--- config.mk ---
export PLATFORM = sky130hd
export DESIGN_NAME = rv_fetch
export DESIGN_NICKNAME = d
export VERILOG_FILES = /design/src/design/rv_pkg.sv /design/src/design/rv_fetch.sv
export VERILOG_INCLUDE_DIRS = /design/src /design/src/design
export SDC_FILE = /design/constraint.sdc
export NUM_CORES = 2
export LEC_CHECK = 0
export BUFFER_PORTS_ARGS = -buffer_cell sky130_fd_sc_hd__buf_2
export CORE_UTILIZATION = 60
export CTS_CLUSTER_DIAMETER = 50
export DETAILED_ROUTE_END_ITERATION = 8
export PLACE_DENSITY_LB_ADDON = 0.1
export SYNTH_ARGS = -nofsm -noshare
export SYNTH_HDL_FRONTEND = slang
export SYNTH_SLANG_ARGS = --single-unit
export TNS_END_PERCENT = 1
--- constraint.sdc ---
create_clock -name clk -period 6 [get_ports clk]
set_input_delay 1.2 -clock clk [delete_from_list [all_inputs] [get_ports clk]]
set_output_delay 1.2 -clock clk [all_outputs]
set_load 0.01 [all_outputs]
--- src/design/rv_params.svh ---
`ifndef RV_PARAMS_SVH
`define RV_PARAMS_SVH

// Data path width
`define RV_XLEN 32

// Memory depths in words
`define RV_IMEM_DEPTH 64
`define RV_DMEM_DEPTH 64

// ADDI x0,x0,0 bubble
`define RV_NOP 32'h0000_0013

`endif

--- src/design/rv_pkg.sv ---
`include "rv_params.svh"

package rv_pkg;

    typedef logic [`RV_XLEN-1:0] word_t;
    typedef logic [4:0] reg_idx_t;
    typedef logic [$clog2(`RV_IMEM_DEPTH)-1:0] imem_addr_t;  // Word address

    typedef enum logic [2:0] {
        ALU_ADD = 3'd0,  // Zero value, so a bubble adds
        ALU_SUB = 3'd1,
        ALU_AND = 3'd2,
        ALU_OR  = 3'd3,
        ALU_XOR = 3'd4,
        ALU_SLT = 3'd5
    } alu_op_e;

    // Operand source in EX
    typedef enum logic [1:0] {
        FWD_REG = 2'd0,
        FWD_WB  = 2'd1,
        FWD_MEM = 2'd2
    } fwd_sel_e;

    // All zero means bubble
    typedef struct packed {
        alu_op_e alu_op;
        logic    alu_src;     // Immediate as operand b
        logic    branch;
        logic    jump;
        logic    mem_read;
        logic    mem_write;
        logic    reg_write;
        logic    mem_to_reg;  // Load data to rd
    } ctrl_t;

    typedef struct packed {
        word_t instr;
        word_t pc;
    } if_id_t;

    typedef struct packed {
        word_t    pc;
        word_t    rs1_data;
        word_t    rs2_data;
        word_t    imm;
        reg_idx_t rs1;
        reg_idx_t rs2;
        reg_idx_t rd;
        ctrl_t    ctrl;
    } id_ex_t;

    typedef struct packed {
        word_t    target;      // Branch or jump destination
        logic     zero;
        word_t    result;      // ALU result, pc+4 for jumps
        word_t    store_data;
        reg_idx_t rd;
        ctrl_t    ctrl;
    } ex_mem_t;

endpackage

--- src/design/rv_fetch.sv ---
`timescale 1ns/100ps
`include "rv_params.svh"

module rv_fetch
    import rv_pkg::*;
(
    input  logic       clk,
    input  logic       rst,
    input  logic       enable,       // Low holds the PC
    input  logic       load_en,
    input  imem_addr_t load_addr,
    input  word_t      load_data,
    input  logic       redirect,     // Taken branch or jump in MEM
    input  word_t      redirect_pc,
    output if_id_t     if_id
);

    localparam int IMEM_AW = $bits(imem_addr_t);

    word_t      pc;
    word_t      pc_next;
    imem_addr_t pc_idx;
    word_t      instr;
    word_t      imem [`RV_IMEM_DEPTH];

    // ==============================
    // Program counter
    // ==============================
    assign pc_next = redirect ? redirect_pc : pc + 32'd4;

    always_ff @(posedge clk) begin
        if (rst) begin
            pc <= '0;
        end else if (redirect || enable) begin  // Redirect lands even when paused
            pc <= pc_next;
        end
    end

    // ==============================
    // Instruction memory
    // ==============================
    always_ff @(posedge clk) begin
        if (load_en && !enable) begin  // Loading only while stopped
            imem[load_addr] <= load_data;
        end
    end

    assign pc_idx = pc[IMEM_AW+1:2];  // Word index
    assign instr  = imem[pc_idx];     // Async read

    // ==============================
    // IF/ID register
    // ==============================
    always_ff @(posedge clk) begin
        if_id.pc <= pc;
        if (rst || redirect || !enable) begin
            if_id.instr <= `RV_NOP;  // Bubble on flush or pause
        end else begin
            if_id.instr <= instr;
        end
    end

endmodule

# After elaboration in Yosys (flattened, before gate mapping)
# Memory sizes are Yosys's and may differ from the RTL's. A register that Yosys moved wholly into a read port is not among the register bits.
# Cells that the tools add are included.
totals:
  regBits: 64
  mem_bits_rw: 2048
  input_bits: 75
  output_inout_bits: 64
  elab_cells: 12
  memories: 1
classes:
  add_sub_neg: 1
  n_mux: 3
  reduce_logical: 5
mem_list:
  columns: ["memory", "depth", "width", "rd", "rd_clocked_by_memory_dff", "write_ports", "line_no", "text"]
  rows:
  - ["imem", 64, 32, 1, 1, 1, "rv_fetch.sv:24", "word_t imem [`RV_IMEM_DEPTH];"]
ops:
  columns: ["cell", "n"]
  rows:
  - ["$add 32x3->32 const B", 1]
  - ["$mux 32", 1]
  - ["$logic_or 1x1->1", 3]
  - ["$mux 1", 2]
  - ["$logic_and 1x1->1", 1]
  - ["$logic_not 1->1", 1]

# Depth between registers and ports, before layout
logic_depth:
  ltp_word: 4
  ltp_mapped: 10
  ltp_nobuf: 6

# Worst setup path after synthesis
# No wires, ideal clock.
synth_timing:
  path_kind: "input to register"
  start: "in enable"
  end: "mem imem[29][0] (netlist name), enable pin"
  setup_ps: 421
  t_arrival_ps: 3433
  t_required_ps: 5579
  slack_ps: 2146
  cell_stages: 4
  n_path_buf: 1
  cell_sequence: "clkbuf_1 > nor3b_1 > nand3_1 > nor2_1"
synth_via:
  elab_chain_cells: 4
synth_rtl:
  columns: ["element", "line_no", "text"]
  rows:
  - ["start: declaration", "rv_fetch.sv:9", "input logic enable,"]
  - ["$logic_not 1->1", "rv_fetch.sv:43", "if (load_en && !enable) begin"]
  - ["$logic_and 1x1->1", "rv_fetch.sv:43", null]
  - ["$mux 1", "rv_fetch.sv:43", null]
  - ["$mux 1 (implied by the code)", "rv_fetch.sv:44", "imem[load_addr] <= load_data;"]
  - ["end: declaration", "rv_fetch.sv:24", null]
# Every way passes these cells.

==> impl_metrics.py <==
metrics = {
    "power": {
        "vdd_drop_max_mv": 0.280,
        "p_total_w": 0.0314,
        "power_leakage_nw": 28.0,
        "powerDensity_nw_per_um2": 344,
    },
    "routing": {
        "drt_iter0_markers": 6695,
        "wl_per_cell_um": 37.3,
        "drc": 0,
        "vias": 41200,
        "dr.pass1.iters": 6,
        "wl_um": 221000,
        "ant_nets": 0,
        "via_per_inst": 6.94,
    },
    "setup_path": {
        "crit_buf_inv": 2,
        "path_depth": 7,
        "r2r_cells": 7,
        "crit_path_end_kind": "flop",
        "crit_fanout": 55,
        "cp.required_ps": 6660,
        "path_cells": "buf_12 > nor2b_1 > nand2_1 > o22ai_1 > a2111oi_1 > clkbuf_2 > o22ai_1",
        "slowest_stage": "nor2b_1",
        "cp_common_cell": "o22ai_1",
        "critical_path_class": "flop to flop",
        "critPathTopFamily": "simple AND/OR/NAND/NOR gates",
        "start_kind": "flop",
        "worstPathArrival_ps": 4720,
        "crit_path_max_incr_delay_ps": 1040,
    },
    "timing": {
        "drv_slew": 0,
        "hold_viol_final": 0,
        "final-setup-viol-count": 0,
        "rsz0062_at_grt": "no",
        "tightestPinTransition_ps": 1410,
        "finClkSkew_ps": 33.8,
        "relSlewSlack_pct": 5.19,
        "finalCritPeriodShare_pct": 67.8,
        "tns_ps": 0,
        "post-route-min-period_ps": 4070,
        "max_freq_ghz": 0.246,
    },
    "global_route": {
        "grt_start_max_net_pins": 100,
        "grt_pass1_wl_um": 307000,
        "first_global_vias": 39900,
        "grt_antenna_before_repair": 16,
        "grt_use_total_pct": 32.8,
        "overflow": 0,
    },
    "floorplan": {
        "num_io_pins": 139,
        "dieWidth_um": 371,
        "core.rowCount": 134,
        "initial_core_util_pct": 60.8,
        "die_area_um2": 137000,
        "die_h_um": 371,
        "core_area_um2": 134000,
    },
    "place": {
        "dp_cells": 5534,
        "place.gp.congestion": 0.964,
        "port_buffers": 138,
        "dp_hpwl_um": 130000,
        "placed_area_um2": 84500,
    },
    "clock_tree": {
        "htreeDepth": 4,
        "clk_pin_slew_ps": 60,
        "cts_tree": "yes",
        "cts_buffers": 206,
        "clkSinkCount": 2144,
        "clkLatencyLatePin_ps": 840,
        "cts_buffer_depth": 3,
        "post_cts_resized": 0,
        "cts_setup_buffers": 0,
        "root_buffer": "clkbuf_16",
        "ctsHoldBuffers": 0,
    },
    "cells_and_area": {
        "num-fill-cells": 8269,
        "syn_to_final_growth_pct": 11.9,
        "drive_gt1_share_pct": 26.3,
        "fin_area_um2": 91300,
        "nets": 4051,
        "final_cell_mix": "edfxtp_1, mux4_2, clkbuf_16",
        "final_cells": 5928,
        "mostFrequentLayoutCell": "edfxtp_1",
    },
    "outcome": {
        "outcome": "finished clean",
    },
    "min_path": {
        "hp-class": "flop to flop",
        "whs_path_depth": 0,
    },
    "yosys": {
        "synthCells": 3772,
        "syn-num-nets": 3848,
        "syn_avg_cell_area_um2": 21.6,
        "synthArstFlopShare_pct": 0,
        "synth_cell_type_count": 72,
        "yosysWarnings": 0,
        "synth_edf_count": 2048,
        "seq_area_frac_synth_pct": 77.7,
        "synth_seq_cells": 2144,
        "ys.flop_type": "edfxtp_1",
        "syn-cell-area_um2": 81600,
    },
    "job": {
        "drv_cap": 0,
    },
}
[registers in the layout, summed over array words and instances (netlist names)]
signal / count
pc: 32
if_id: 64
imem: 2048
[cell type report]
type,instances,area [um^2],area share [%]
diodes,7,17.5,0.0192
clock buffers,265,5580,6.12
clock inverters,121,1190,1.30
inverters,9,33.8,0.0370
multi-input cells,1406,17400,19.1
flip-flops and latches,2144,63400,69.5
well taps,1768,2210,2.42
repair buffers,208,1400,1.54
[cells by family (layout without fill, tap and decap cells)]
group                      after synthesis  count (layout)  share of synthesized area [%]
muxes                                  666             666                           15.1
and+or+nand+nor                        339             339                           2.08
DFF                                   2144            2144                           77.7
adders and majority gates                1               1                         0.0153
xor gates and xnor gates                27              27                          0.290
buffers and inverters                  222             603                           1.58
AOI/OAI and AO/OA                      373             373                           3.23
other                                    0               7                              0
[path summary, 6_finish.rpt]
kind	startpoint	to	slack (ps)
worst max-delay path	pc[2]	if_id[57]	1930
worst min register to register	pc[1]	if_id[1]	360
worst min-delay path	pc[1]	if_id[1]	360
worst max register to register	pc[2]	if_id[57]	1930
[where the power goes]
part	total [W]	switching (W)	internal (W)
Clock	0.0130	0.00557	0.00741
Sequential	0.0166	0.0000844	0.0165
Combinational	0.00188	0.00126	0.000618
Total	0.0314	0.00692	0.0245
[through the flow]
step	worst slack (ps)	utilization, %	hold slack [ps]
after floorplan	2150	-	326
after global placement	1360	63.0	334
after detailed placement	1370	63.0	345
after CTS	1860	68.0	356
after global routing	1920	68.0	364
final	1930	68.0	356
[per-layer routing]
layer	track usage [%]	routed length, um
met3	8.66	28500
met2	48.8	101000
met5	0	34
met1	47.5	82400
met4	11.8	8940
[synth_stat cells, types with 11 or more instances]
library cell,number,area share [%]
buf_4,47,0.43
o221ai_1,37,0.40
mux4_2,448,12
nand2_1,69,0.32
buf_6,19,0.26
o21ai_0,52,0.32
o22ai_1,52,0.40
nor2_1,133,0.61
nand3_1,21,0.13
mux2_2,25,0.35
a21oi_1,58,0.36
mux2i_1,193,2.4
a22oi_1,28,0.26
clkbuf_1,63,0.29
dfxtp_1,96,2.4
nor2b_1,32,0.25
nand2b_1,12,0.092
a211oi_1,48,0.44
edfxtp_1,2048,75
a22o_1,19,0.20
nor4_1,11,0.084
xnor2_1,24,0.26
a2111oi_0,11,0.12
buf_2,72,0.44
(Power assumes the default switching activity.)
