## config.mk

```make
export PLATFORM = sky130hd
export DESIGN_NAME = rv_decode_flat
export DESIGN_NICKNAME = d
export VERILOG_FILES = /design/src/design/rv_pkg.sv /design/src/design/rv_bypass_if.sv /design/src/design/rv_decode.sv /design/src/flat_wrapper.sv
export VERILOG_INCLUDE_DIRS = /design/src /design/src/design
export SDC_FILE = /design/constraint.sdc
export NUM_CORES = 2
export LEC_CHECK = 0
export BUFFER_PORTS_ARGS = -buffer_cell sky130_fd_sc_hd__buf_2
export CORE_MARGIN = 1.5
export CORE_UTILIZATION = 60
export DETAILED_ROUTE_END_ITERATION = 8
export PLACE_DENSITY = 0.85
export SYNTH_ARGS = -nofsm -noshare
export SYNTH_HDL_FRONTEND = slang
export SYNTH_SLANG_ARGS = --single-unit
```

## constraint.sdc

```tcl
create_clock -name clk -period 4.3 [get_ports clk]
set_clock_uncertainty 0.15 [all_clocks]
set_input_delay 0 -clock clk [delete_from_list [all_inputs] [get_ports clk]]
set_output_delay 0 -clock clk [all_outputs]
set_load 0.1 [all_outputs]
```

## src/design/rv_params.svh

```systemverilog
`ifndef RV_PARAMS_SVH
`define RV_PARAMS_SVH

// Data path width
`define RV_XLEN 32

// Memory depths in words
`define RV_IMEM_DEPTH 64
`define RV_DMEM_DEPTH 64

// ADDI x0,x0,0 bubble
`define RV_NOP 32'h0000_0013

`endif

```

## src/design/rv_pkg.sv

```systemverilog
`include "rv_params.svh"

package rv_pkg;

    typedef logic [`RV_XLEN-1:0] word_t;
    typedef logic [4:0] reg_idx_t;
    typedef logic [$clog2(`RV_IMEM_DEPTH)-1:0] imem_addr_t;  // Word address

    typedef enum logic [2:0] {
        ALU_ADD = 3'd0,  // Zero value, so a bubble adds
        ALU_SUB = 3'd1,
        ALU_AND = 3'd2,
        ALU_OR  = 3'd3,
        ALU_XOR = 3'd4,
        ALU_SLT = 3'd5
    } alu_op_e;

    // Operand source in EX
    typedef enum logic [1:0] {
        FWD_REG = 2'd0,
        FWD_WB  = 2'd1,
        FWD_MEM = 2'd2
    } fwd_sel_e;

    // All zero means bubble
    typedef struct packed {
        alu_op_e alu_op;
        logic    alu_src;     // Immediate as operand b
        logic    branch;
        logic    jump;
        logic    mem_read;
        logic    mem_write;
        logic    reg_write;
        logic    mem_to_reg;  // Load data to rd
    } ctrl_t;

    typedef struct packed {
        word_t instr;
        word_t pc;
    } if_id_t;

    typedef struct packed {
        word_t    pc;
        word_t    rs1_data;
        word_t    rs2_data;
        word_t    imm;
        reg_idx_t rs1;
        reg_idx_t rs2;
        reg_idx_t rd;
        ctrl_t    ctrl;
    } id_ex_t;

    typedef struct packed {
        word_t    target;      // Branch or jump destination
        logic     zero;
        word_t    result;      // ALU result, pc+4 for jumps
        word_t    store_data;
        reg_idx_t rd;
        ctrl_t    ctrl;
    } ex_mem_t;

endpackage

```

## src/design/rv_bypass_if.sv

```systemverilog
`timescale 1ns/100ps
`include "rv_params.svh"

interface rv_bypass_if;

    // Memory stage, newest result
    logic [4:0]          mem_rd;
    logic                mem_reg_write;
    logic [`RV_XLEN-1:0] mem_result;

    // Writeback stage, also the register file write port
    logic [4:0]          wb_rd;
    logic                wb_reg_write;
    logic [`RV_XLEN-1:0] wb_data;

    modport mem_side (
        output mem_rd, mem_reg_write, mem_result,
        output wb_rd, wb_reg_write, wb_data
    );

    modport use_side (
        input mem_rd, mem_reg_write, mem_result,
        input wb_rd, wb_reg_write, wb_data
    );

endinterface

```

## src/design/rv_decode.sv

```systemverilog
`timescale 1ns/100ps

module rv_decode
    import rv_pkg::*;
(
    input  logic   clk,
    input  logic   rst,
    input  logic   flush,
    input  if_id_t if_id,
    rv_bypass_if.use_side byp,
    output id_ex_t id_ex
);

    localparam logic [6:0] OP_R    = 7'b0110011;
    localparam logic [6:0] OP_IMM  = 7'b0010011;
    localparam logic [6:0] OP_LOAD = 7'b0000011;
    localparam logic [6:0] OP_STORE = 7'b0100011;
    localparam logic [6:0] OP_BR   = 7'b1100011;
    localparam logic [6:0] OP_JAL  = 7'b1101111;

    word_t      instr;
    logic [6:0] opcode;
    logic [2:0] funct3;
    logic [6:0] funct7;
    reg_idx_t   rs1;
    reg_idx_t   rs2;
    reg_idx_t   rd;
    ctrl_t      ctrl;
    word_t      imm;
    word_t      regs [1:31];  // x0 is not stored

    assign instr  = if_id.instr;
    assign opcode = instr[6:0];
    assign funct3 = instr[14:12];
    assign funct7 = instr[31:25];
    assign rs1    = instr[19:15];
    assign rs2    = instr[24:20];
    assign rd     = instr[11:7];

    // ==============================
    // Control decode
    // ==============================
    always_comb begin
        ctrl = '0;  // Unknown opcodes become bubbles
        case (opcode)
            OP_R: begin
                ctrl.reg_write = 1'b1;
                case (funct3)
                    3'b000:  ctrl.alu_op = (funct7 == 7'b0100000) ? ALU_SUB : ALU_ADD;
                    3'b111:  ctrl.alu_op = ALU_AND;
                    3'b110:  ctrl.alu_op = ALU_OR;
                    3'b100:  ctrl.alu_op = ALU_XOR;
                    3'b010:  ctrl.alu_op = ALU_SLT;
                    default: ctrl.reg_write = 1'b0;
                endcase
            end
            OP_IMM: begin  // ADDI only
                ctrl.alu_src   = 1'b1;
                ctrl.reg_write = (funct3 == 3'b000);
            end
            OP_LOAD: begin
                ctrl.alu_src    = 1'b1;
                ctrl.mem_read   = 1'b1;
                ctrl.reg_write  = 1'b1;
                ctrl.mem_to_reg = 1'b1;
            end
            OP_STORE: begin
                ctrl.alu_src   = 1'b1;
                ctrl.mem_write = 1'b1;
            end
            OP_BR: begin
                ctrl.branch = 1'b1;
                ctrl.alu_op = ALU_SUB;  // Equal when difference is zero
            end
            OP_JAL: begin
                ctrl.jump      = 1'b1;
                ctrl.reg_write = 1'b1;
            end
            default: ;
        endcase
        if (rd == '0) ctrl.reg_write = 1'b0;  // x0 never written
    end

    // ==============================
    // Immediate generation
    // ==============================
    always_comb begin
        case (opcode)
            OP_IMM, OP_LOAD: imm = {{20{instr[31]}}, instr[31:20]};
            OP_STORE: imm = {{20{instr[31]}}, instr[31:25], instr[11:7]};
            OP_BR:    imm = {{19{instr[31]}}, instr[31], instr[7], instr[30:25],
                             instr[11:8], 1'b0};
            OP_JAL:   imm = {{11{instr[31]}}, instr[31], instr[19:12], instr[20],
                             instr[30:21], 1'b0};
            default:  imm = '0;
        endcase
    end

    // ==============================
    // Register file
    // ==============================
    always_ff @(posedge clk) begin
        if (rst) begin
            for (int i = 1; i < 32; i++) regs[i] <= '0;
        end else if (byp.wb_reg_write && byp.wb_rd != '0) begin
            regs[byp.wb_rd] <= byp.wb_data;
        end
    end

    // Write-through so WB and ID can share a cycle
    function automatic word_t read_reg(reg_idx_t idx);
        word_t val;
        if (idx == '0) val = '0;
        else if (byp.wb_reg_write && byp.wb_rd == idx) val = byp.wb_data;
        else val = regs[idx];
        return val;
    endfunction

    // ID/EX register, only ctrl is cleared
    always_ff @(posedge clk) begin
        id_ex.pc       <= if_id.pc;
        id_ex.rs1_data <= read_reg(rs1);
        id_ex.rs2_data <= read_reg(rs2);
        id_ex.imm      <= imm;
        id_ex.rs1      <= rs1;
        id_ex.rs2      <= rs2;
        id_ex.rd       <= rd;
        if (rst || flush) id_ex.ctrl <= '0;  // Wrong-path kill
        else id_ex.ctrl <= ctrl;
    end

endmodule

```

## src/flat_wrapper.sv

```systemverilog
// flat-port wrapper written by rule: the top's interface ports become plain ports
module rv_decode_flat import rv_pkg::*;
  (clk, rst, flush, if_id, id_ex, byp_mem_rd, byp_mem_reg_write, byp_mem_result, byp_wb_rd, byp_wb_reg_write, byp_wb_data);
  rv_bypass_if byp_i ();
  input  logic clk;
  input  logic rst;
  input  logic flush;
  input  if_id_t if_id;
  output id_ex_t id_ex;
  input wire logic [$bits(byp_i.mem_rd)-1:0] byp_mem_rd;
  input wire logic [$bits(byp_i.mem_reg_write)-1:0] byp_mem_reg_write;
  input wire logic [$bits(byp_i.mem_result)-1:0] byp_mem_result;
  input wire logic [$bits(byp_i.wb_rd)-1:0] byp_wb_rd;
  input wire logic [$bits(byp_i.wb_reg_write)-1:0] byp_wb_reg_write;
  input wire logic [$bits(byp_i.wb_data)-1:0] byp_wb_data;
  assign byp_i.mem_rd = byp_mem_rd;
  assign byp_i.mem_reg_write = byp_mem_reg_write;
  assign byp_i.mem_result = byp_mem_result;
  assign byp_i.wb_rd = byp_wb_rd;
  assign byp_i.wb_reg_write = byp_wb_reg_write;
  assign byp_i.wb_data = byp_wb_data;
  rv_decode u_core (.clk(clk), .rst(rst), .flush(flush), .if_id(if_id), .byp(byp_i), .id_ex(id_ex));
endmodule
```

== Yosys cells after proc, flatten, opt, wreduce, memory -nomap -nowiden ==
Memory sizes are Yosys's and may differ from the RTL's.
Cells that the tools add are included.
Word-level totals
  memories: 1
  register bits after elaboration: 152
  memory bits (writable): 992
  logic and storage cells: 64
  input bits: 143
  output and inout port bits: 153
Memories
  u_core.regs: depth 31, width 32, read ports 2, clocked after memory_dff 0, write ports 31, RTL line rv_decode.sv:30  | word_t regs [1:31];
Operators by class
  reductions and logical operators: 15
  eq/ne operators: 13
  muxes and demuxes: 21
Operator list (count)
  32-bit case mux with 4 select lines: 1
  32-bit two-way mux: 3
  32-bit OR reduction: 1
  7-bit by 6-bit equality test with 1-bit output, second input constant: 3
  5-bit zero test: 3
  3-bit case mux with 5 select lines: 1
  7-bit equality test, second input constant: 2
  1-bit two-way mux: 13
  5-bit equality test: 2
  3-bit equality test, second input constant: 3
  7-bit by 2-bit equality test with 1-bit output, second input constant: 1
  7-bit by 5-bit equality test with 1-bit output, second input constant: 1
  3-bit case mux with 2 select lines: 1
  2-bit OR reduction: 3
  5-bit two-way mux: 1
  5-bit nonzero test: 1
  5-bit OR reduction: 1
  3-bit by 2-bit equality test with 1-bit output, second input constant: 1
  1-bit logical AND: 3
  3-bit zero test: 1
  1-bit case mux with 3 select lines: 1
  3-bit OR reduction: 1
  1-bit logical OR: 1

== Longest topological paths before layout ==
  word-level depth: 7
  gate-level depth with buffers: 10
  gate-level depth less buffers: 5

== Worst setup path before layout ==
OpenSTA, ideal clock, no wires.
  path type: input port to flip-flop
  start point: input port byp_wb_rd[0]
  end point: memory u_core.regs[12][0] in the netlist's numbering, enable pin
  path buffers: 2
  data arrival time: 1396 ps
  library setup time: 375 ps
  setup slack: 2379 ps
  required time: 3775 ps
  stages on the path: 5
  cell sequence: clkbuf_1 or3_1 clkbuf_1 nor2_1 or2_2
RTL lines
  start, declared: RTL line flat_wrapper.sv:13  | input wire logic [$bits(byp_i.wb_rd)-1:0] byp_wb_rd;
  end, declared: RTL line rv_decode.sv:30

==> reports/results.txt <==
total CTS buffers -> 117
CP startpoint kind -> input port
Layout fillers -> 6062
Setup Fix Bufs, Post-CTS -> 0
Worst Path Required -> 4.58 ns
CP Class -> input port to flop
period utilization -> 70.9%
worst skew pair latency -> 0.74 ns
Post-Route WL -> 203000 µm
Min-Delay Path Depth -> 2
die width -> 315 µm
Crit. Startpoint -> rst
hold buffers post-CTS -> 169
most used standard cell by instance count after synthesis -> edfxtp_1
sequential fraction of the synthesis area -> 57.6%
Worst setup EP type -> flop
CTS Sinks -> 1165
R2R Setup Slk -> 1.86 ns
hold slack -> 0.0571 ns
synthesized area -> 58300 µm²
Gate power share -> 14.5%
Final Hold Fails -> 0
Longest Clk Path Bufs -> 3
hold_sp -> if_id[50]
Mean Syn Cell Area -> 14.8 µm²
CP max FO -> 34
post-layout min period -> 3.05 ns
final setup vio count -> 0
Clock transition at path regs -> 0.06 ns
first-pass GRT wire length -> 285000 µm
layout cells sized above 1 -> 25.3%
largest net degree at the start of global routing -> 72
DRC Markers -> 0
Core ar. -> 96400 µm²
Final ANT Viol Nets -> 0
hpwl dp -> 115000 µm
Post-Synthesis Cells -> 3947
vias in the first global route -> 41.8k
I/O Pins -> 296
area of the multi-input gates -> 23100 µm²
register area -> 33600 µm²
crit path cell chain -> dlygate4sd3_1 -> buf_2 -> nand2b_1 -> nor2_1 -> nand2_1 -> nor2_4 -> or2_2 -> buf_4
largest cells by area after synthesis -> edfxtp_1 (53%), mux4_2 (15%), and2_1 (11%), dfxtp_1 (4.8%), mux2i_1 (4.4%)
P_sw -> 7760 µW
initial antenna violation count -> 40
DR WL/cell -> 36.0 µm
Final Max Tran Viols -> 0
number of core rows -> 114
DR vias -> 42.1k
Max Cap Viol -> 0
CTS tree -> yes
Clk network pwr share -> 37.9%
Seq pwr share -> 47.6%
Final GP Congestion -> 0.926
Synth area leader -> edfxtp_1
hold worst-path end -> u_core.id_ex[23]
Power per Cell Area -> 421 nW/µm²
r2r worst-path depth -> 5
GRT Residual Overflow -> 0
post-CTS sizing -> 0
clock root buffer -> clkbuf_16
Vias/cell -> 7.46
Tot Pwr -> 28100 µW
FFs w/ async S/R, synth -> 0%
PortBufs -> 257
FF-to-FF End -> u_core.id_ex[102]
number of synthesized flops with an enable pin -> 1024
switching share of power -> 27.6%
die area -> 99000 µm²
area delta synth->final -> 14.7%
status -> complete, no violations
CP max-delay cell -> or2_2
library cells used by synthesis -> 63
Int Pwr -> 20400 µW
htree depth -> 3
Final TNS setup -> 0 ns
Yosys top cell area share -> 52.8%
leakage dissipation -> 0.0244 µW
Yosys reg bits -> 1165
fmax -> 0.328 GHz
hold crit path type -> input port to flop
worst vdd ir -> 495 µV
initial core utilization -> 60.4%
Synth Warn # -> 0
Slew @ Worst Pin -> 1.36 ns
Post-synth top cells -> edfxtp_1 (1024), and2_1 (1005), mux4_2 (392)
Worst Path Arrival -> 3.33 ns
Primary FF master, synth -> edfxtp_1
CP max stage delay -> 0.90 ns
TritonRoute pass-1 iters -> 9
Slew HR -> 8.83%
overall routing resource usage -> 40.8%
DRT iter0 DRCs -> 7816
reg2reg start -> u_core.regs[13][13]
RSZ-0062 raised after global routing -> false
Total Nets Final -> 4397
Die Span Y -> 315 µm
==> sequential cells by signal (all words and copies together) (netlist names) <==
signal / flops
u_core.regs: 1024
u_core.id_ex: 141
==> power by group through the flow <==
stage | clock network (µW) | registers, µW | logic, µW
5_1_grt | 11000 | 13400 | 4130
6_report | 10700 | 13400 | 4080
2_1_floorplan | 0 | 14300 | 1820
4_1_cts | 10600 | 13300 | 3940
3_5_place_dp | 0 | 13600 | 3800
3_3_place_gp | 0 | 13500 | 3750
==> how the worst max path moves through the flow <==
stage,end,cells past startpoint
6_report,u_core.regs[30][20],8
2_1_floorplan,u_core.regs[12][0],5
5_1_grt,u_core.regs[30][24],8
3_3_place_gp,u_core.regs[30][1],7
3_5_place_dp,u_core.regs[30][1],7
4_1_cts,u_core.regs[30][1],8
==> per-stage QoR <==
| stage | std cells | util (%) | setup WS [ns] | instance area, µm² |
|---|---|---|---|---|
| after floorplan | 3978 | - | 2.38 | 58400 |
| after global placement | 5242 | 63.4 | 1.32 | 61100 |
| after detailed placement | 5242 | 63.4 | 1.28 | 61100 |
| after CTS | 5634 | 69.3 | 1.44 | 66800 |
| after global routing | 5640 | 69.3 | 1.33 | 66800 |
| final | 5644 | 69.3 | 1.25 | 66800 |
==> metal layers <==
metal | vias up | GRT usage (%) | part of all wire, %
met5 | - | 0 | 0.23
met2 | 4668 | 60.6 | 44
met1 | 20300 | 48.7 | 30
met3 | 1353 | 16.4 | 18
met4 | 59 | 28.5 | 8.6
li1 | 15800 | - | -
==> logic make-up (layout without fill, tap and decap cells) <==
group                     count (synthesis)  in the layout  synth area share [%]
and+or+nand+nor                        1194           1194                  12.4
DFF                                    1165           1165                  57.6
muxes                                   648            648                  19.5
AOI/OAI and AO/OA                       498            498                  6.80
buffers and inverters                   430            810                  3.42
xor gates and xnor gates                 11             11                 0.165
other                                     1             42               0.00644
==> cell type report <==
type / instances / area share, %
diodes: 10 / 0.0374
clock buffers: 163 / 5.03
clock inverters: 60 / 0.966
inverters: 10 / 0.0562
multi-input cells: 2383 / 34.6
flip-flops and latches: 1165 / 50.2
well taps: 1276 / 2.39
repair buffers: 577 / 6.70
==> worst max-delay path: cells and delay by family <==
kind | cells | cell delay (ns)
buffers and inverters | 3 | 1.26
AND/OR/NAND/NOR | 5 | 2.02
==> cell usage in the layout, fill, tap and decap left out, types with 24 or more instances in the layout <==
cell type         n
a21oi_1          76
a22o_1           69
a22oi_1         125
and2_1         1003
buf_12           26
buf_2           250
buf_4           128
clkbuf_16       119
conb_1           32
dfxtp_1         141
dlygate4sd3_1   169
edfxtp_1       1024
mux2i_1         256
mux4_2          392
nand2_1          50
nor2_4           33
o221ai_1         50
o22ai_1          24
or2_2            33
Note: power is estimated with default switching activity, not from simulation.
