File: src/design/rv_params.svh
`ifndef RV_PARAMS_SVH
`define RV_PARAMS_SVH

// Data path width
`define RV_XLEN 32

// Memory depths in words
`define RV_IMEM_DEPTH 64
`define RV_DMEM_DEPTH 64

// ADDI x0,x0,0 bubble
`define RV_NOP 32'h0000_0013

`endif

File: src/design/rv_pkg.sv
`include "rv_params.svh"

package rv_pkg;

    typedef logic [`RV_XLEN-1:0] word_t;
    typedef logic [4:0] reg_idx_t;
    typedef logic [$clog2(`RV_IMEM_DEPTH)-1:0] imem_addr_t;  // Word address

    typedef enum logic [2:0] {
        ALU_ADD = 3'd0,  // Zero value, so a bubble adds
        ALU_SUB = 3'd1,
        ALU_AND = 3'd2,
        ALU_OR  = 3'd3,
        ALU_XOR = 3'd4,
        ALU_SLT = 3'd5
    } alu_op_e;

    // Operand source in EX
    typedef enum logic [1:0] {
        FWD_REG = 2'd0,
        FWD_WB  = 2'd1,
        FWD_MEM = 2'd2
    } fwd_sel_e;

    // All zero means bubble
    typedef struct packed {
        alu_op_e alu_op;
        logic    alu_src;     // Immediate as operand b
        logic    branch;
        logic    jump;
        logic    mem_read;
        logic    mem_write;
        logic    reg_write;
        logic    mem_to_reg;  // Load data to rd
    } ctrl_t;

    typedef struct packed {
        word_t instr;
        word_t pc;
    } if_id_t;

    typedef struct packed {
        word_t    pc;
        word_t    rs1_data;
        word_t    rs2_data;
        word_t    imm;
        reg_idx_t rs1;
        reg_idx_t rs2;
        reg_idx_t rd;
        ctrl_t    ctrl;
    } id_ex_t;

    typedef struct packed {
        word_t    target;      // Branch or jump destination
        logic     zero;
        word_t    result;      // ALU result, pc+4 for jumps
        word_t    store_data;
        reg_idx_t rd;
        ctrl_t    ctrl;
    } ex_mem_t;

endpackage

File: src/design/rv_bypass_if.sv
`timescale 1ns/100ps
`include "rv_params.svh"

interface rv_bypass_if;

    // Memory stage, newest result
    logic [4:0]          mem_rd;
    logic                mem_reg_write;
    logic [`RV_XLEN-1:0] mem_result;

    // Writeback stage, also the register file write port
    logic [4:0]          wb_rd;
    logic                wb_reg_write;
    logic [`RV_XLEN-1:0] wb_data;

    modport mem_side (
        output mem_rd, mem_reg_write, mem_result,
        output wb_rd, wb_reg_write, wb_data
    );

    modport use_side (
        input mem_rd, mem_reg_write, mem_result,
        input wb_rd, wb_reg_write, wb_data
    );

endinterface

File: src/design/rv_execute.sv
`timescale 1ns/100ps
`include "rv_params.svh"

module rv_execute
    import rv_pkg::*;
(
    input  logic    clk,
    input  logic    rst,
    input  logic    flush,
    input  id_ex_t  id_ex,
    rv_bypass_if.use_side byp,
    output ex_mem_t ex_mem
);

    fwd_sel_e sel_a;
    fwd_sel_e sel_b;
    word_t    op_a;
    word_t    op_b;
    word_t    store_data;  // Forwarded rs2
    word_t    alu_res;
    word_t    result;
    word_t    target;
    logic     zero;

    // ==============================
    // Forwarding unit
    // ==============================
    // Newest producer wins, MEM before WB
    function automatic fwd_sel_e pick_src(reg_idx_t rs);
        fwd_sel_e sel;
        if (rs != '0 && byp.mem_reg_write && byp.mem_rd == rs) sel = FWD_MEM;
        else if (rs != '0 && byp.wb_reg_write && byp.wb_rd == rs) sel = FWD_WB;
        else sel = FWD_REG;
        return sel;
    endfunction

    function automatic word_t pick_val(fwd_sel_e sel, word_t reg_val);
        word_t val;
        case (sel)
            FWD_MEM: val = byp.mem_result;
            FWD_WB:  val = byp.wb_data;
            default: val = reg_val;
        endcase
        return val;
    endfunction

    assign sel_a      = pick_src(id_ex.rs1);
    assign sel_b      = pick_src(id_ex.rs2);
    assign op_a       = pick_val(sel_a, id_ex.rs1_data);
    assign store_data = pick_val(sel_b, id_ex.rs2_data);   // Also SW data
    assign op_b       = id_ex.ctrl.alu_src ? id_ex.imm : store_data;

    // ==============================
    // ALU and target adder
    // ==============================
    always_comb begin
        case (id_ex.ctrl.alu_op)
            ALU_SUB: alu_res = op_a - op_b;
            ALU_AND: alu_res = op_a & op_b;
            ALU_OR:  alu_res = op_a | op_b;
            ALU_XOR: alu_res = op_a ^ op_b;
            ALU_SLT: alu_res = {{(`RV_XLEN-1){1'b0}}, $signed(op_a) < $signed(op_b)};
            default: alu_res = op_a + op_b;
        endcase
    end

    assign zero   = (alu_res == '0);                            // BEQ taken flag
    assign result = id_ex.ctrl.jump ? id_ex.pc + 32'd4 : alu_res;  // JAL link value
    assign target = id_ex.pc + id_ex.imm;

    // EX/MEM register
    always_ff @(posedge clk) begin
        ex_mem.target     <= target;
        ex_mem.zero       <= zero;
        ex_mem.result     <= result;
        ex_mem.store_data <= store_data;
        ex_mem.rd         <= id_ex.rd;
        if (rst || flush) ex_mem.ctrl <= '0;
        else ex_mem.ctrl <= id_ex.ctrl;
    end

endmodule

File: src/flat_wrapper.sv
// flat-port wrapper written by rule: the top's interface ports become plain ports
module rv_execute_flat import rv_pkg::*;
  (clk, rst, flush, id_ex, ex_mem, byp_mem_rd, byp_mem_reg_write, byp_mem_result, byp_wb_rd, byp_wb_reg_write, byp_wb_data);
  rv_bypass_if byp_i ();
  input  logic clk;
  input  logic rst;
  input  logic flush;
  input  id_ex_t id_ex;
  output ex_mem_t ex_mem;
  input wire logic [$bits(byp_i.mem_rd)-1:0] byp_mem_rd;
  input wire logic [$bits(byp_i.mem_reg_write)-1:0] byp_mem_reg_write;
  input wire logic [$bits(byp_i.mem_result)-1:0] byp_mem_result;
  input wire logic [$bits(byp_i.wb_rd)-1:0] byp_wb_rd;
  input wire logic [$bits(byp_i.wb_reg_write)-1:0] byp_wb_reg_write;
  input wire logic [$bits(byp_i.wb_data)-1:0] byp_wb_data;
  assign byp_i.mem_rd = byp_mem_rd;
  assign byp_i.mem_reg_write = byp_mem_reg_write;
  assign byp_i.mem_result = byp_mem_result;
  assign byp_i.wb_rd = byp_wb_rd;
  assign byp_i.wb_reg_write = byp_wb_reg_write;
  assign byp_i.wb_data = byp_wb_data;
  rv_execute u_core (.clk(clk), .rst(rst), .flush(flush), .id_ex(id_ex), .byp(byp_i), .ex_mem(ex_mem));
endmodule
File: config.mk
export PLATFORM = sky130hd
export DESIGN_NAME = rv_execute_flat
export DESIGN_NICKNAME = d
export VERILOG_FILES = /design/src/design/rv_pkg.sv /design/src/design/rv_bypass_if.sv /design/src/design/rv_execute.sv /design/src/flat_wrapper.sv
export VERILOG_INCLUDE_DIRS = /design/src /design/src/design
export SDC_FILE = /design/constraint.sdc
export NUM_CORES = 1
export LEC_CHECK = 0
export BUFFER_PORTS_ARGS = -buffer_cell sky130_fd_sc_hd__buf_2
export CORE_ASPECT_RATIO = 0.6
export CORE_MARGIN = 4
export CORE_UTILIZATION = 50
export DETAILED_ROUTE_END_ITERATION = 12
export PLACE_DENSITY = 0.77
export RECOVER_POWER = 25
export SYNTH_ARGS = -nofsm -noshare
export SYNTH_HDL_FRONTEND = slang
export SYNTH_SLANG_ARGS = --single-unit
File: constraint.sdc
create_clock -name clk -period 6.7 [get_ports clk]
set_input_delay 1.34 -clock clk [delete_from_list [all_inputs] [get_ports clk]]
set_output_delay 1.34 -clock clk [all_outputs]
set_load 0.01 [all_outputs]
# Yosys cells after proc, flatten, opt, wreduce, memory -nomap -nowiden
# Cells that the tools add are included.
# classes
n_addsub,4
mul,0
n_div,0
n_lt_le_gt_ge,1
n_eq_ne,13
n_shift,0
mux,9
n_bitwise,3
reduce_logical,12
# ops
operator,count
$pmux 32 s5,1
$pmux 32 s2,2
$add 32x32->32,2
$mux 32,2
$add 32x3->32 const B,1
$and 32x32->32,1
$logic_not 32->1,1
$lt 32x32->1,1
$or 32x32->32,1
$sub 32x32->32,1
$xor 32x32->32,1
$eq 5x5->1,4
$reduce_bool 5->1,2
$logic_and 1x1->1,8
$eq 3x2->1 const B,2
$eq 3x3->1 const B,2
$eq 2x1->1 const B,2
$eq 2x2->1 const B,2
$mux 2,2
$eq 3x1->1 const B,1
$mux 1,2
$logic_or 1x1->1,1
# totals
regBits,112
latchBits,0
mem_bits_rw,0
romBits,0
out_inout_bits,112
memories,0

# Longest topological paths before layout
# logic_depth
ltp_word,11
depth_mapped,22
mapped_depth_nobuf,21

# Worst setup path after synthesis
# Ideal clock, no wire load.
# synth_path
kind,input to register
startpoint,in id_ex[19] in the netlist's numbering
endpoint,"reg, netlist name u_core.ex_mem[79]"
setup_ns,0.061
arrival_time_ns,6.158
required_ns,6.639
slack_ns,0.481
cell_stages,22
n_path_buf,1
cell_sequence,xnor2_1 -> nand4_1 -> nor4_1 -> clkbuf_1 -> mux2i_1 -> o21ai_0 -> mux2i_1 -> inv_1 -> ha_1 -> inv_1 -> fa_1 -> a211o_1 -> a211o_2 -> a21oi_4 -> nor2_2 -> a2111o_1 -> a21oi_2 -> and3_1 -> nand4_1 -> or4_1 -> nor4_1 -> and4_1
# synth_between
elab_chain_cells,11
elab_cells_between_ends,21
# synth_rtl
element,line,rtl
start: declaration,flat_wrapper.sv:8,input id_ex_t id_ex;
$reduce_bool 5->1,"rv_execute.sv:31, rv_execute.sv:32",
$logic_and 1x1->1 (2 in series),rv_execute.sv:32,else if (rs != '0 && byp.wb_reg_write && byp.wb_rd == rs) sel = FWD_WB;
$mux 1,rv_execute.sv:32,
$mux 2 (*),rv_execute.sv:31,if (rs != '0 && byp.mem_reg_write && byp.mem_rd == rs) sel = FWD_MEM;
$eq 2x1->1 / $eq 2x2->1 (equally long branches),rv_execute.sv:39,case (sel)
$pmux 32 s2 (*),rv_execute.sv:39,
named net u_core.store_data[0],rv_execute.sv:19,word_t store_data;
$mux 32 (*),rv_execute.sv:51,assign op_b = id_ex.ctrl.alu_src ? id_ex.imm : store_data;
"$add 32x32->32, or another cell as far along",rv_execute.sv:63,default: alu_res = op_a + op_b;
$pmux 32 s5 (*),rv_execute.sv:57,case (id_ex.ctrl.alu_op)
$logic_not 32->1 (*),rv_execute.sv:67,assign zero = (alu_res == '0);
named net u_core.zero,rv_execute.sv:23,logic zero;
# Mark *: on every way through the listed nets, which the timed path passes. The rest lies on a longest branch.
# A chain may end at the register's enable or synchronous reset.

# Final worst setup path
# layout_path
startpoint,in id_ex[15] in the netlist's numbering
endpoint,"reg, netlist name u_core.ex_mem[79]"
# layout_between
elab_chain_cells,11
elab_cells_between_ends,21
# layout_rtl
element,line
$reduce_bool 5->1,"rv_execute.sv:31, rv_execute.sv:32"
$logic_and 1x1->1 (2 in series),rv_execute.sv:32
$mux 1,rv_execute.sv:32
$mux 2 (*),rv_execute.sv:31
$eq 2x1->1 / $eq 2x2->1 (equally long branches),rv_execute.sv:39
$pmux 32 s2 (*),rv_execute.sv:39
named net u_core.store_data[4],rv_execute.sv:19
$mux 32 (*),rv_execute.sv:51
"$add 32x32->32, or another cell as far along",rv_execute.sv:63
$pmux 32 s5 (*),rv_execute.sv:57
$logic_not 32->1 (*),rv_execute.sv:67
named net u_core.zero,rv_execute.sv:23
# Marked as above.

==> flow_summary.yaml <==
clock_network:
  htree_num_levels: 3
  holdBufCountCts: 0
  cts-root-buf: "clkbuf_16"
  cts_inserted_buffers: 9
  cts_tree: "done"
  clockBufferDepth: 2
  clk_pin_slew_ns: 0.09
  cts.sinks: 112
global_routing:
  antenna_found_initial: 12
  overflow: 0
  grt_usage_pct: 43.6
  grt_start_max_net_pins: 43
  grt_pass1_vias: 13900
  grt_pass1_wl_um: 89300
timing:
  hold_viol: 0
  setup_tns_ns: 0
  fmax_mhz: 152
  fin_crit_ns: 6.56
  worst_slack_ns: 0.141
  slew_headroom_pct: -3.08
  maxSlewViolCount: 25
  period_share_pct: 97.9
  worst_pin_slew_ns: 1.55
  setup_violations: 0
floorplanning:
  io-pin-count: 344
  rows: 43
  die_area_um2: 26900
  die_height_um: 129
  coreArea_um2: 23500
  start_util_pct: 51.7
  die_w_um: 209
synthesis:
  synth.top_cell.area_share_pct: 18.5
  syn_area_um2: 12100
  synth-seq-cells: 112
  syn_nets: 1999
  synth_area_leaders: "dfxtp_1 (18%), ha_1 (13%), mux2i_1 (8.7%), o21ai_0 (5.6%), a21oi_1 (5.3%)"
  async_reset_ff_share_pct: 0
  yosysSeqAreaShare_pct: 18.5
  synth_edf_count: 0
  yosys.area.top_type: "dfxtp_1"
  syn_area_per_cell_um2: 7.42
  ys_warn_count: 0
  yosys_most_used_dff: "dfxtp_1"
  synth_cell_types: 87
  syn_inst: 1636
final_layout:
  layout.nets: 2435
  largestRegisters: "u_core.ex_mem x112"
  largest_reg_flops: 112
  layout_common_cells: "buf_2 (299), nand2_1 (162), buf_4 (158), o21ai_0 (133)"
  top_register: "u_core.ex_mem"
  final_common_cell: "buf_2"
  final_core_util_pct: 66.1
  syn2layout_area_growth_pct: 28.1
  nFillCells: 2091
  drive_above_1_share_pct: 24.9
min_path:
  hold_class: "input port to flop"
  hold_end: "u_core.ex_mem[10]"
  hold_depth: 1
  min_from: "id_ex[10]"
detailed_routing:
  post-route-drc-count: 0
  wl_met1_um: 26500
  vias: 15400
  ant_nets: 0
  drt_wl_total_um: 62100
  highest_layer: "met5"
  drt-wirelength-per-cell_um: 25.8
  firstDrtPassIters: 7
  met3_length_um: 12000
  first_iter_violations: 2126
  avgViaCountPerCell: 6.41
  wl_met2_um: 22400
worst_setup_path:
  cp.arrival_ns: 6.89
  max_stage_delay_ns: 0.53
  worstSetupPathType: "input port to flop"
  path_cells: "buf_2, or4_1, nor2_2, nor4_2, buf_4, buf_4, o21ai_0, mux2i_1, buf_4, ha_1, nor2_1, o311ai_2, buf_4, o211a_1, nor3_1, o31a_1, o21a_1, o31a_1, nand4_1, or4_1, nor4_1, and4_1"
  crit_slowest_cell: "or4_1"
  start_kind: "input port"
  worstSetupEndpointType: "flop"
  crit_top_cell: "buf_4"
  required_ns: 7.03
  worstPathMaxFanout: 21
power:
  clockPowerShare_pct: 19.1
  p_per_area_nw_per_um2: 192
  netSwitchingPower_mw: 1.33
  p_leak_nw: 7.19
  comb_power_share_pct: 54.4
  seq_power_share_pct: 26.5
  intPower_mw: 1.66
  switching_share_pct: 44.5
  ir_drop_mv: 0.138
place:
  portBuffers: 343
  dp_hpwl_um: 51600
  place_worst_setup_slack_ns: -0.303
  gp_congestion: 1.12
run:
  cap_violations: 1
run_status:
  status: "finished, violations left"
  violations: "max-capacitance violations, max-slew violations"
==> routing by layer <==
layer	up-vias	GRT usage, %
met4	8	8.32
met1	7219	64.9
met3	114	23.0
met2	1273	54.5
li1	6787	-
met5	-	0
==> cell families after synthesis <==
group | count (synthesis) | synth area share (%)
flops | 112 | 18.5
xor+xnor | 78 | 5.63
simple gates | 504 | 19.8
mux | 111 | 9.29
buf+inv | 196 | 6.42
compound gates | 504 | 26.7
fa+ha+maj | 131 | 13.7
==> final cells by class <==
cell class / count / area [µm²] / share of cell area (%)
repair buffers: 504 / 2900 / 18.6
well taps: 315 / 394 / 2.53
clock inverters: 7 / 85.1 / 0.547
multi-input cells: 1328 / 9240 / 59.4
inverters: 117 / 439 / 2.82
clock buffers: 9 / 225 / 1.45
flip-flops and latches: 112 / 2240 / 14.4
diodes: 12 / 30.0 / 0.193
==> cells in the mapped netlist, drive strengths merged (6+ instances only) <==
cell type	count
nand2	162
o21ai	137
a21oi	132
ha	128
nor2	122
inv	115
dfxtp	112
mux2i	106
clkbuf	53
xnor2	49
nor3	39
nand3	34
a21o	32
nand4	31
xor2	29
a211oi	27
buf	26
a31oi	19
nor2b	17
o211ai	17
or3	17
o21a	16
nand2b	15
and3	14
and2	12
o31ai	12
nor4	11
o21bai	11
o22ai	11
o2111ai	7
a311oi	6
o221ai	6
or2	6
==> power groups by stage <==
stage | Sequential [mW] | Combinational [mW] | Clock (mW)
after floorplan | 0.845 | 0.780 | 0
final | 0.790 | 1.62 | 0.570
after detailed placement | 0.802 | 1.53 | 0
after CTS | 0.786 | 1.54 | 0.567
after global routing | 0.797 | 1.71 | 0.598
after global placement | 0.801 | 1.52 | 0
==> repair_timing <==
action,CTS,global route
gates resized for setup,0,14
buffers inserted,0,1
setup endpoints to repair,0,6
==> worst max-delay path: cells and delay by family <==
kind	cells	cell delay [ns]
fa+ha+maj	1	0.32
buf+inv	5	0.90
simple gates	9	2.61
mux	1	0.12
compound gates	6	1.55
==> stage by stage <==
| stage | hold WS, ns | instances | total power, mW | instance area, µm² |
|---|---|---|---|---|
| final | 1.06 | 2404 | 2.98 | 15600 |
| after global routing | 1.06 | 2399 | 3.11 | 15500 |
| after CTS | 1.06 | 2391 | 2.89 | 15500 |
| after detailed placement | 1.44 | 2375 | 2.33 | 15200 |
| after global placement | 1.44 | 2375 | 2.32 | 15200 |
| after floorplan | 1.37 | 1636 | 1.63 | 12100 |
==> how the worst max path moves through the flow <==
stage,start,end
floorplan,id_ex[19],u_core.ex_mem[79]
global placement,id_ex[18],u_core.ex_mem[79]
detailed placement,id_ex[15],u_core.ex_mem[79]
CTS,id_ex[15],u_core.ex_mem[79]
global route,id_ex[15],u_core.ex_mem[79]
finish,id_ex[15],u_core.ex_mem[79]
(Power assumes the default switching activity.)
